`config.mk`:
```
export PLATFORM = sky130hd
export DESIGN_NAME = pov_top
export DESIGN_NICKNAME = d
export VERILOG_FILES = /design/src/design/pov_cfg_pkg.sv /design/src/design/pov_bus_pkg.sv /design/src/design/column_if.sv /design/src/design/hall_period_meter.sv /design/src/design/slice_tracker.sv /design/src/design/display_regs.sv /design/src/design/column_ram.sv /design/src/design/driver_shifter.sv /design/src/design/pov_top.sv
export SDC_FILE = /design/constraint.sdc
export NUM_CORES = 2
export LEC_CHECK = 0
export BUFFER_PORTS_ARGS = -buffer_cell sky130_fd_sc_hd__buf_4
export CAP_MARGIN = 15
export CORE_MARGIN = 4
export CORE_UTILIZATION = 57
export DETAILED_ROUTE_END_ITERATION = 8
export PLACE_DENSITY = 0.76
export SLEW_MARGIN = 5
export SYNTH_ARGS = -nofsm -noshare
export SYNTH_HDL_FRONTEND = slang
export SYNTH_SLANG_ARGS = --single-unit
```
`constraint.sdc`:
```
create_clock -name clk -period 3.4 [get_ports clk]
set_input_delay 0.68 -clock clk [delete_from_list [all_inputs] [get_ports clk]]
set_output_delay 0.68 -clock clk [all_outputs]
set_load 0.05 [all_outputs]
```
`src/design/pov_cfg_pkg.sv`:
```
// ==========================================================================
// Display geometry: slices per turn, column height, period counter width
// Pixel, slice and LED index types
// ==========================================================================
package pov_cfg_pkg;

    // Angular slices in one turn, must be a power of two
    localparam int num_slices = 16;

    // LEDs stacked in one column
    localparam int leds_per_column = 8;

    // Turn period counter, saturates at all ones
    localparam int period_width = 24;

    // One pixel, one byte per colour
    // Red goes out on lane 2, green on lane 1, blue on lane 0
    typedef struct packed {
        logic [7:0] r;
        logic [7:0] g;
        logic [7:0] b;
    } pixel_t;

    // Slice number within a turn
    typedef logic [$clog2(num_slices)-1:0] slice_t;

    // Pixel number within a column
    typedef logic [$clog2(leds_per_column)-1:0] led_t;

endpackage

```
`src/design/pov_bus_pkg.sv`:
```
// ==========================================================================
// Wishbone widths, register map and control bit positions
// ==========================================================================
package pov_bus_pkg;

    localparam int wb_addr_width = 3;
    localparam int wb_data_width = 32;

    // Register map, word addresses
    localparam logic [wb_addr_width-1:0] reg_ctrl     = 3'd0;
    localparam logic [wb_addr_width-1:0] reg_pix_addr = 3'd1;
    // Write only, auto-increments the pixel address
    localparam logic [wb_addr_width-1:0] reg_pix_data = 3'd2;
    localparam logic [wb_addr_width-1:0] reg_period   = 3'd3;
    localparam logic [wb_addr_width-1:0] reg_slice    = 3'd4;

    // CTRL fields
    localparam int ctrl_enable_bit = 0;

    // PIX_ADDR fields
    // Pixel index sits from bit 0, slice index from this bit up
    localparam int pix_slice_lsb = 8;

endpackage

```
`src/design/column_if.sv`:
```
// ==========================================================================
// Framebuffer read channel between the column shifter and the RAM
// ==========================================================================
`timescale 1ns/1ps

interface column_if
    import pov_cfg_pkg::*;
();

    // Read request and address, from the shifter
    logic   req;
    slice_t slice;
    led_t   pixel;

    // Read result, one cycle after req
    pixel_t data;
    logic   valid;

    modport shifter (
        output req, slice, pixel,
        input  data, valid
    );

    modport ram (
        input  req, slice, pixel,
        output data, valid
    );

endinterface

```
`src/design/hall_period_meter.sv`:
```
// ==========================================================================
// Hall input synchroniser and rising edge detector
// Turn period counter, restarted at every turn
// ==========================================================================
`timescale 1ns/1ps

module hall_period_meter
    import pov_cfg_pkg::*;
(
    input  logic                    clk,
    input  logic                    nrst,
    input  logic                    hall,
    output logic                    turn,
    output logic [period_width-1:0] period
);

    // Two stage synchroniser, then previous value for edge detect
    logic hall_s1;
    logic hall_s2;
    logic hall_d;
    logic hall_rise;

    // Cycles since the last turn pulse
    logic [period_width-1:0] count;

    assign hall_rise = hall_s2 && !hall_d;

    always_ff @(posedge clk or negedge nrst) begin
        if (!nrst) begin
            hall_s1 <= 1'b0;
            hall_s2 <= 1'b0;
            hall_d  <= 1'b0;
            turn    <= 1'b0;
            period  <= '0;
            count   <= '0;
        end else begin
            hall_s1 <= hall;
            hall_s2 <= hall_s1;
            hall_d  <= hall_s2;

            // Registered pulse, three cycles after the raw edge
            turn <= hall_rise;

            if (hall_rise) begin
                // Count lines up with the spacing of turn pulses
                period <= count;
                count  <= period_width'(1);
            end else if (count != '1) begin
                // Stuck rotor: hold at the maximum instead of wrapping
                count <= count + 1'b1;
            end
        end
    end

endmodule

```
`src/design/slice_tracker.sv`:
```
// ==========================================================================
// Angular slice counter, slice length taken from the last turn period
// ==========================================================================
`timescale 1ns/1ps

module slice_tracker
    import pov_cfg_pkg::*;
#(
    parameter int num_slices = pov_cfg_pkg::num_slices
) (
    input  logic                    clk,
    input  logic                    nrst,
    input  logic                    turn,
    input  logic [period_width-1:0] period,
    output slice_t                  slice,
    output logic                    slice_start
);

    localparam int len_shift = $clog2(num_slices);

    // Cycles per slice, fixed for the whole turn
    logic [period_width-1:0] slice_len;
    logic [period_width-1:0] len_next;
    // Cycles left in the current slice
    logic [period_width-1:0] timer;
    // Low until the first turn, so slices stay put at power-up
    logic running;

    // Very short periods still give a slice of one cycle
    assign len_next = ((period >> len_shift) == '0) ? period_width'(1)
                                                    : (period >> len_shift);

    always_ff @(posedge clk or negedge nrst) begin
        if (!nrst) begin
            slice       <= '0;
            slice_start <= 1'b0;
            slice_len   <= '0;
            timer       <= '0;
            running     <= 1'b0;
        end else begin
            slice_start <= 1'b0;
            if (turn) begin
                // New turn, restart at slice 0
                slice       <= '0;
                slice_start <= 1'b1;
                slice_len   <= len_next;
                timer       <= len_next - 1'b1;
                running     <= 1'b1;
            end else if (running && slice != slice_t'(num_slices - 1)) begin
                if (timer == '0) begin
                    slice       <= slice + 1'b1;
                    slice_start <= 1'b1;
                    timer       <= slice_len - 1'b1;
                end else begin
                    timer <= timer - 1'b1;
                end
            end
            // Rotor slowed down: park on the last slice until the hall edge
        end
    end

endmodule

```
`src/design/display_regs.sv`:
```
// ==========================================================================
// Wishbone classic slave: control, pixel address and pixel data registers
// Framebuffer write port and period / slice readback
// ==========================================================================
`timescale 1ns/1ps

module display_regs
    import pov_cfg_pkg::*;
    import pov_bus_pkg::*;
#(
    parameter int num_slices      = pov_cfg_pkg::num_slices,
    parameter int leds_per_column = pov_cfg_pkg::leds_per_column
) (
    input  logic                     clk,
    input  logic                     nrst,
    input  logic                     wb_cyc,
    input  logic                     wb_stb,
    input  logic                     wb_we,
    input  logic [wb_addr_width-1:0] wb_adr,
    input  logic [wb_data_width-1:0] wb_dat_w,
    output logic [wb_data_width-1:0] wb_dat_r,
    output logic                     wb_ack,
    input  logic [period_width-1:0]  period,
    input  slice_t                   slice,
    output logic                     enable,
    output logic                     ram_we,
    output slice_t                   ram_slice,
    output led_t                     ram_pixel,
    output pixel_t                   ram_data
);

    // Cycle in which a request is accepted
    // Blocked right after an ack so a held stb is not served twice
    logic   access;
    slice_t pix_slice;
    led_t   pix_pixel;

    assign access = wb_cyc && wb_stb && !wb_ack;

    // Framebuffer write straight from the bus at the accepting edge
    assign ram_we    = access && wb_we && (wb_adr == reg_pix_data);
    assign ram_slice = pix_slice;
    assign ram_pixel = pix_pixel;
    assign ram_data  = pixel_t'(wb_dat_w[$bits(pixel_t)-1:0]);

    always_ff @(posedge clk or negedge nrst) begin
        if (!nrst) begin
            wb_ack    <= 1'b0;
            enable    <= 1'b0;
            pix_slice <= '0;
            pix_pixel <= '0;
        end else begin
            wb_ack <= access;
            if (access && wb_we) begin
                case (wb_adr)
                    reg_ctrl: enable <= wb_dat_w[ctrl_enable_bit];
                    reg_pix_addr: begin
                        pix_slice <= wb_dat_w[pix_slice_lsb +: $bits(slice_t)];
                        pix_pixel <= wb_dat_w[$bits(led_t)-1:0];
                    end
                    reg_pix_data: begin
                        // Step to the next pixel, then on to the next column
                        if (pix_pixel == led_t'(leds_per_column - 1)) begin
                            pix_pixel <= '0;
                            if (pix_slice == slice_t'(num_slices - 1))
                                pix_slice <= '0;
                            else
                                pix_slice <= pix_slice + 1'b1;
                        end else begin
                            pix_pixel <= pix_pixel + 1'b1;
                        end
                    end
                    default: ;
                endcase
            end
        end
    end

    // Read data, stable while ack is high
    always_ff @(posedge clk) begin
        if (access && !wb_we) begin
            wb_dat_r <= '0;
            case (wb_adr)
                reg_ctrl:     wb_dat_r[ctrl_enable_bit] <= enable;
                reg_pix_addr: begin
                    wb_dat_r[pix_slice_lsb +: $bits(slice_t)] <= pix_slice;
                    wb_dat_r[$bits(led_t)-1:0]                <= pix_pixel;
                end
                reg_period:   wb_dat_r[period_width-1:0] <= period;
                reg_slice:    wb_dat_r[$bits(slice_t)-1:0] <= slice;
                // PIX_DATA and unused addresses read as zero
                default: ;
            endcase
        end
    end

endmodule

```
`src/design/column_ram.sv`:
```
// ==========================================================================
// Framebuffer: one write port from the registers, registered read port
// ==========================================================================
`timescale 1ns/1ps

module column_ram
    import pov_cfg_pkg::*;
#(
    parameter int num_slices      = pov_cfg_pkg::num_slices,
    parameter int leds_per_column = pov_cfg_pkg::leds_per_column
) (
    input  logic   clk,
    input  logic   ram_we,
    input  slice_t ram_slice,
    input  led_t   ram_pixel,
    input  pixel_t ram_data,
    column_if.ram  rd
);

    localparam int depth = num_slices * leds_per_column;

    typedef logic [$clog2(depth)-1:0] addr_t;

    // Column after column, pixel 0 of each column first
    pixel_t mem [depth];
    addr_t  waddr;
    addr_t  raddr;

    assign waddr = addr_t'(ram_slice * leds_per_column + ram_pixel);
    assign raddr = addr_t'(rd.slice * leds_per_column + rd.pixel);

    always_ff @(posedge clk) begin
        if (ram_we)
            mem[waddr] <= ram_data;
    end

    // One cycle read latency, valid marks the returned word
    always_ff @(posedge clk) begin
        rd.valid <= rd.req;
        if (rd.req)
            rd.data <= mem[raddr];
    end

endmodule

```
`src/design/driver_shifter.sv`:
```
// ==========================================================================
// Column sequencer: pixel fetch, three lane serial shift, latch pulse
// ==========================================================================
`timescale 1ns/1ps

module driver_shifter
    import pov_cfg_pkg::*;
#(
    parameter int leds_per_column = pov_cfg_pkg::leds_per_column
) (
    input  logic       clk,
    input  logic       nrst,
    input  logic       enable,
    input  slice_t     slice,
    input  logic       slice_start,
    column_if.shifter  rd,
    output logic       sclk,
    output logic       lat,
    output logic [2:0] sin
);

    typedef enum logic [1:0] {
        st_idle,
        st_fetch,
        st_shift,
        st_latch
    } state_t;

    state_t     state;
    // High for the second cycle of each bit, sclk follows it
    logic       phase;
    logic [2:0] bit_cnt;
    led_t       pix;
    slice_t     cur_slice;
    // One slice_start held back while busy
    logic       pending;
    slice_t     pend_slice;
    pixel_t     sr;
    pixel_t     shown;
    logic       start_ok;

    assign start_ok = enable && slice_start;

    // Fresh RAM word goes out directly in the first low phase
    assign shown = rd.valid ? rd.data : sr;
    assign sin   = {shown.r[7], shown.g[7], shown.b[7]};

    assign rd.req   = (state == st_fetch);
    assign rd.slice = cur_slice;
    assign rd.pixel = pix;
    assign sclk     = (state == st_shift) && phase;
    assign lat      = (state == st_latch);

    always_ff @(posedge clk or negedge nrst) begin
        if (!nrst) begin
            state     <= st_idle;
            phase     <= 1'b0;
            bit_cnt   <= '0;
            pix       <= '0;
            cur_slice <= '0;
            pending   <= 1'b0;
        end else begin
            case (state)
                st_idle: begin
                    if (start_ok) begin
                        cur_slice <= slice;
                        pix       <= led_t'(leds_per_column - 1);
                        state     <= st_fetch;
                    end
                end
                st_fetch: begin
                    phase   <= 1'b0;
                    bit_cnt <= '0;
                    state   <= st_shift;
                end
                st_shift: begin
                    phase <= !phase;
                    // End of a high phase closes one bit
                    if (phase) begin
                        bit_cnt <= bit_cnt + 1'b1;
                        if (bit_cnt == 3'd7) begin
                            if (pix == '0) begin
                                state <= st_latch;
                            end else begin
                                pix   <= pix - 1'b1;
                                state <= st_fetch;
                            end
                        end
                    end
                end
                default: begin
                    // Latch cycle, then either the held request or idle
                    // A start in this very cycle wins over the held one
                    pending <= 1'b0;
                    if (start_ok || (pending && enable)) begin
                        cur_slice <= start_ok ? slice : pend_slice;
                        pix       <= led_t'(leds_per_column - 1);
                        state     <= st_fetch;
                    end else begin
                        state <= st_idle;
                    end
                end
            endcase

            // Busy shifting, keep only the newest request
            if (start_ok && (state == st_fetch || state == st_shift))
                pending <= 1'b1;
        end
    end

    always_ff @(posedge clk) begin
        if (start_ok)
            pend_slice <= slice;
        // Load on the RAM return, move all lanes up after each high phase
        if (rd.valid) begin
            sr <= rd.data;
        end else if (state == st_shift && phase) begin
            sr.r <= sr.r << 1;
            sr.g <= sr.g << 1;
            sr.b <= sr.b << 1;
        end
    end

endmodule

```
`src/design/pov_top.sv`:
```
// ==========================================================================
// POV display core: hall timing, slice tracking, registers, framebuffer,
// LED driver shifter
// ==========================================================================
`timescale 1ns/1ps

module pov_top
    import pov_cfg_pkg::*;
    import pov_bus_pkg::*;
#(
    parameter int num_slices      = pov_cfg_pkg::num_slices,
    parameter int leds_per_column = pov_cfg_pkg::leds_per_column
) (
    input  logic                     clk,
    input  logic                     nrst,
    input  logic                     hall,
    // Host bus
    input  logic                     wb_cyc,
    input  logic                     wb_stb,
    input  logic                     wb_we,
    input  logic [wb_addr_width-1:0] wb_adr,
    input  logic [wb_data_width-1:0] wb_dat_w,
    output logic [wb_data_width-1:0] wb_dat_r,
    output logic                     wb_ack,
    // LED drivers and column multiplexer
    output logic                     sclk,
    output logic                     lat,
    output logic [2:0]               sin,
    output slice_t                   col_sel
);

    logic                    turn;
    logic [period_width-1:0] period;
    slice_t                  slice;
    logic                    slice_start;
    logic                    enable;
    logic                    ram_we;
    slice_t                  ram_slice;
    led_t                    ram_pixel;
    pixel_t                  ram_data;

    column_if col_bus ();

    // Multiplexer follows the rotor position
    assign col_sel = slice;

    hall_period_meter u_hall (
        .clk    (clk),
        .nrst   (nrst),
        .hall   (hall),
        .turn   (turn),
        .period (period)
    );

    slice_tracker #(
        .num_slices (num_slices)
    ) u_slices (
        .clk         (clk),
        .nrst        (nrst),
        .turn        (turn),
        .period      (period),
        .slice       (slice),
        .slice_start (slice_start)
    );

    display_regs #(
        .num_slices      (num_slices),
        .leds_per_column (leds_per_column)
    ) u_regs (
        .clk       (clk),
        .nrst      (nrst),
        .wb_cyc    (wb_cyc),
        .wb_stb    (wb_stb),
        .wb_we     (wb_we),
        .wb_adr    (wb_adr),
        .wb_dat_w  (wb_dat_w),
        .wb_dat_r  (wb_dat_r),
        .wb_ack    (wb_ack),
        .period    (period),
        .slice     (slice),
        .enable    (enable),
        .ram_we    (ram_we),
        .ram_slice (ram_slice),
        .ram_pixel (ram_pixel),
        .ram_data  (ram_data)
    );

    column_ram #(
        .num_slices      (num_slices),
        .leds_per_column (leds_per_column)
    ) u_ram (
        .clk       (clk),
        .ram_we    (ram_we),
        .ram_slice (ram_slice),
        .ram_pixel (ram_pixel),
        .ram_data  (ram_data),
        .rd        (col_bus.ram)
    );

    driver_shifter #(
        .leds_per_column (leds_per_column)
    ) u_shifter (
        .clk         (clk),
        .nrst        (nrst),
        .enable      (enable),
        .slice       (slice),
        .slice_start (slice_start),
        .rd          (col_bus.shifter),
        .sclk        (sclk),
        .lat         (lat),
        .sin         (sin)
    );

endmodule

```
==> flow_summary.toml <==
[timing]
tightest_slew_ps = 1050
setup_ws_ps = -62.6
setup_viol_count_final = 18
max_freq_ghz = 0.289
min_period_over_period = 1.02
final_max_slew_viol_count = 0
fin_skew_ps = 55.5
slew-limit-headroom = 0.297
rsz0062_at_grt = "yes"
finalSetupTns_ps = -560
fin_crit_ps = 3460
hold_viol_final = 0

[finish]
seq_area_um2 = 97700
nFillCells = 13100
area_growth_pct = 15.1
drive_gt1_frac = 0.353
final_cell_area_um2 = 145000
instances_no_fill = 9087
layout.nets = 5956
utilization = 0.660
multi_input_area_um2 = 27700

[floorplan]
dieArea_um2 = 229000
ios = 83
fp.dieH_um = 478
core_area_um2 = 220000
start_util = 0.573
die_x_um = 478
fp-row-count = 172

[cts]
root_buffer = "clkbuf_16"
clk_pin_slew_ps = 70
cts.path.max_buffers = 4
cts_inserted_buffers = 328
clkSinkCount = 3274
htreeDepth = 5
cts_tree = "built"
clk_latency_ps = 960

[worst_hold_path]
hp-class = "primary input to flip-flop"
hold-path-cell-count = 3

[synth]
syn_area_per_cell_um2 = 23.6
ys_types = 56
synthCells = 5341
ys_ff_latch = 3274
synthArstFlopShare = 0.0382
synth_area_um2 = 126000
yosysWarningCount = 0
synth_edf_count = 3144
synth_ff_type = "edfxtp_1"
yosysTopAreaCell = "edfxtp_1"
synth_top_area_share = 0.749
yosysSeqAreaShare = 0.774
synth.area.top_cells = "edfxtp_1 75%, mux4_2 18%, dfrtp_1 2.5%"

[grt]
overflow = 0
grt_pass1_vias = 63300
grt_max_degree = 130
grt_antenna_before_repair = 40
grt_pass1_wl_mm = 478
grtUsageTotal = 0.296

[placement]
gp_congestion = 0.859
hpwl_mm = 180
place_ws_ps = -30.9
portBuffers = 66
placed_cells = 8501
place_area_um2 = 135000

[power]
vdd_drop_max_v = 0.000582
leakage_nw = 47.0
p_per_area_nw_per_um2 = 754

[routing]
ant_nets = 0
wirelength_mm = 337
routedWlPerCell_um = 37.1
drt_pass1_iterations = 7
dr_total_vias = 62900
post_drt_via_cell_ratio = 6.92
drt_iter0_drc = 10000
remaining_drc_errors = 0

[worst_setup_path]
critical_path_class = "flip-flop to flip-flop"
reg2regPathDepth = 6
cp_max_fo = 17
crit_required_ps = 4080
end_kind = "flip-flop"
start_kind = "flip-flop"
arrival_ps = 4140

[outcome]
failed_checks = "negative setup slack"
status = "complete, but fails checks"

[run]
drv_cap = 0
==> final timing paths <==
check / start / to / slack, ps
worst min-delay path: wb_adr[2] / u_regs.ram_pixel[1] / 200
max in group asynchronous: nrst / u_shifter.rd.pixel[1] / 2350
worst min register to register: u_hall.hall_s1 / u_hall.hall_s2 / 350
worst max-delay path: u_shifter.rd.pixel[0] / u_ram.rd.data[1] / -60
min in group asynchronous: nrst / u_slices.timer[13] / 310
worst max register to register: u_shifter.rd.pixel[0] / u_ram.rd.data[1] / -60
==> Yosys cell counts, types with 18 or more instances <==
master    number
a21oi_1       35
buf_1         51
buf_2         59
clkbuf_1     158
dfrtp_1      125
edfxtp_1    3144
inv_1         35
mux2_2        76
mux4_2      1008
nand2_1      101
nand3_1       22
nor2_1       211
nor3_1        25
o21ai_0       55
xnor2_1       18
xor2_1        23
==> worst max-delay path, stage by stage (launching register included) <==
cell and delay, ps:
dfrtp_4 510, buf_12 240, buf_16 230, mux4_2 570
mux4_2 620, mux4_2 650, mux2_4 310
==> placed cells by master (no fill, tap or decap), types with 7 or more instances in the layout <==
| cell type | netlist | layout |
|---|---|---|
| buf_4 | 10 | 329 |
| bufinv_16 | 0 | 24 |
| nand4_1 | 9 | 9 |
| edfxtp_1 | 3144 | 3144 |
| or3_1 | 8 | 8 |
| o21ai_0 | 55 | 55 |
| xor2_1 | 23 | 23 |
| nor4_1 | 15 | 14 |
| buf_16 | 0 | 14 |
| o22ai_1 | 7 | 7 |
| nor2_2 | 0 | 86 |
| and3_1 | 17 | 17 |
| nor2b_1 | 9 | 8 |
| a31oi_1 | 7 | 7 |
| diode_2 | 0 | 8 |
| mux2_2 | 76 | 71 |
| xnor2_1 | 18 | 18 |
| clkbuf_1 | 158 | 64 |
| nor2_4 | 0 | 42 |
| nand2_1 | 101 | 101 |
| nand3_1 | 22 | 20 |
| clkbuf_16 | 0 | 331 |
| buf_12 | 0 | 137 |
| mux4_2 | 1008 | 1008 |
| conb_1 | 1 | 8 |
| buf_6 | 2 | 12 |
| inv_1 | 35 | 35 |
| nor2_1 | 211 | 83 |
| ha_1 | 17 | 17 |
| nand2b_1 | 7 | 7 |
| a21oi_1 | 35 | 35 |
| nor3_1 | 25 | 24 |
| dfrtp_1 | 125 | 118 |
| clkinv_1 | 0 | 58 |
| clkinv_2 | 0 | 54 |
| mux2i_1 | 12 | 12 |
==> timing repair <==
| item | in CTS | in global routing |
|---|---|---|
| gates resized for setup | 23 | 12 |
| gates cloned | 6 | 1 |
| hold buffers | 4 | 0 |
| hold endpoints to repair | 47 | 0 |
| endpoints found under the setup margin | 24 | 25 |
| setup buffers | 13 | 1 |
==> layer usage <==
metal	wire, um	track usage
met2	165000	0.471
met3	40800	0.0684
met4	16100	0.122
met5	150	0
met1	115000	0.403
==> metrics by stage <==
| stage | power (mW) | hold WS, ps |
|---|---|---|
| 4_1_cts | 109 | 130 |
| 3_3_place_gp | 73.8 | 336 |
| 6_report | 109 | 198 |
| 3_5_place_dp | 74.3 | 337 |
| 2_1_floorplan | 62.9 | 331 |
| 5_1_grt | 112 | 184 |
==> flip-flops by register name, indices dropped and copies added (netlist names), 20 cells and up <==
register and count:
u_ram.mem 3072, u_hall.count 24, u_hall.period 24, u_ram.rd.data 24
u_regs.wb_dat_r 24, u_shifter.sr 24, u_slices.timer 24, u_slices.slice_len 20
==> final cells by class <==
class                      instances  area share
clock buffer                     396      0.0588
sequential                      3274       0.673
inverter                          35    0.000906
clock inverter                   157     0.00968
timing repair buffer             500      0.0406
multi-input combinational       1759       0.191
tap                             2958      0.0255
antenna                            8    0.000138
==> power breakdown <==
| part | internal [mW] | switching, mW |
|---|---|---|
| registers | 45.0 | 0.723 |
| logic | 13.4 | 15.8 |
| clock network | 19.6 | 14.8 |
| total | 78.0 | 31.4 |
==> logic make-up after synthesis <==
group           after synthesis  share of synthesized area
flops                      3274                      0.774
buf+inv                     315                     0.0104
fa+ha+maj                    17                    0.00169
xor+xnor                     41                    0.00285
other cells                   1                  0.0000297
compound gates              149                    0.00717
mux                        1096                      0.188
simple gates                448                     0.0157
Power figures use the tool's default switching activity.
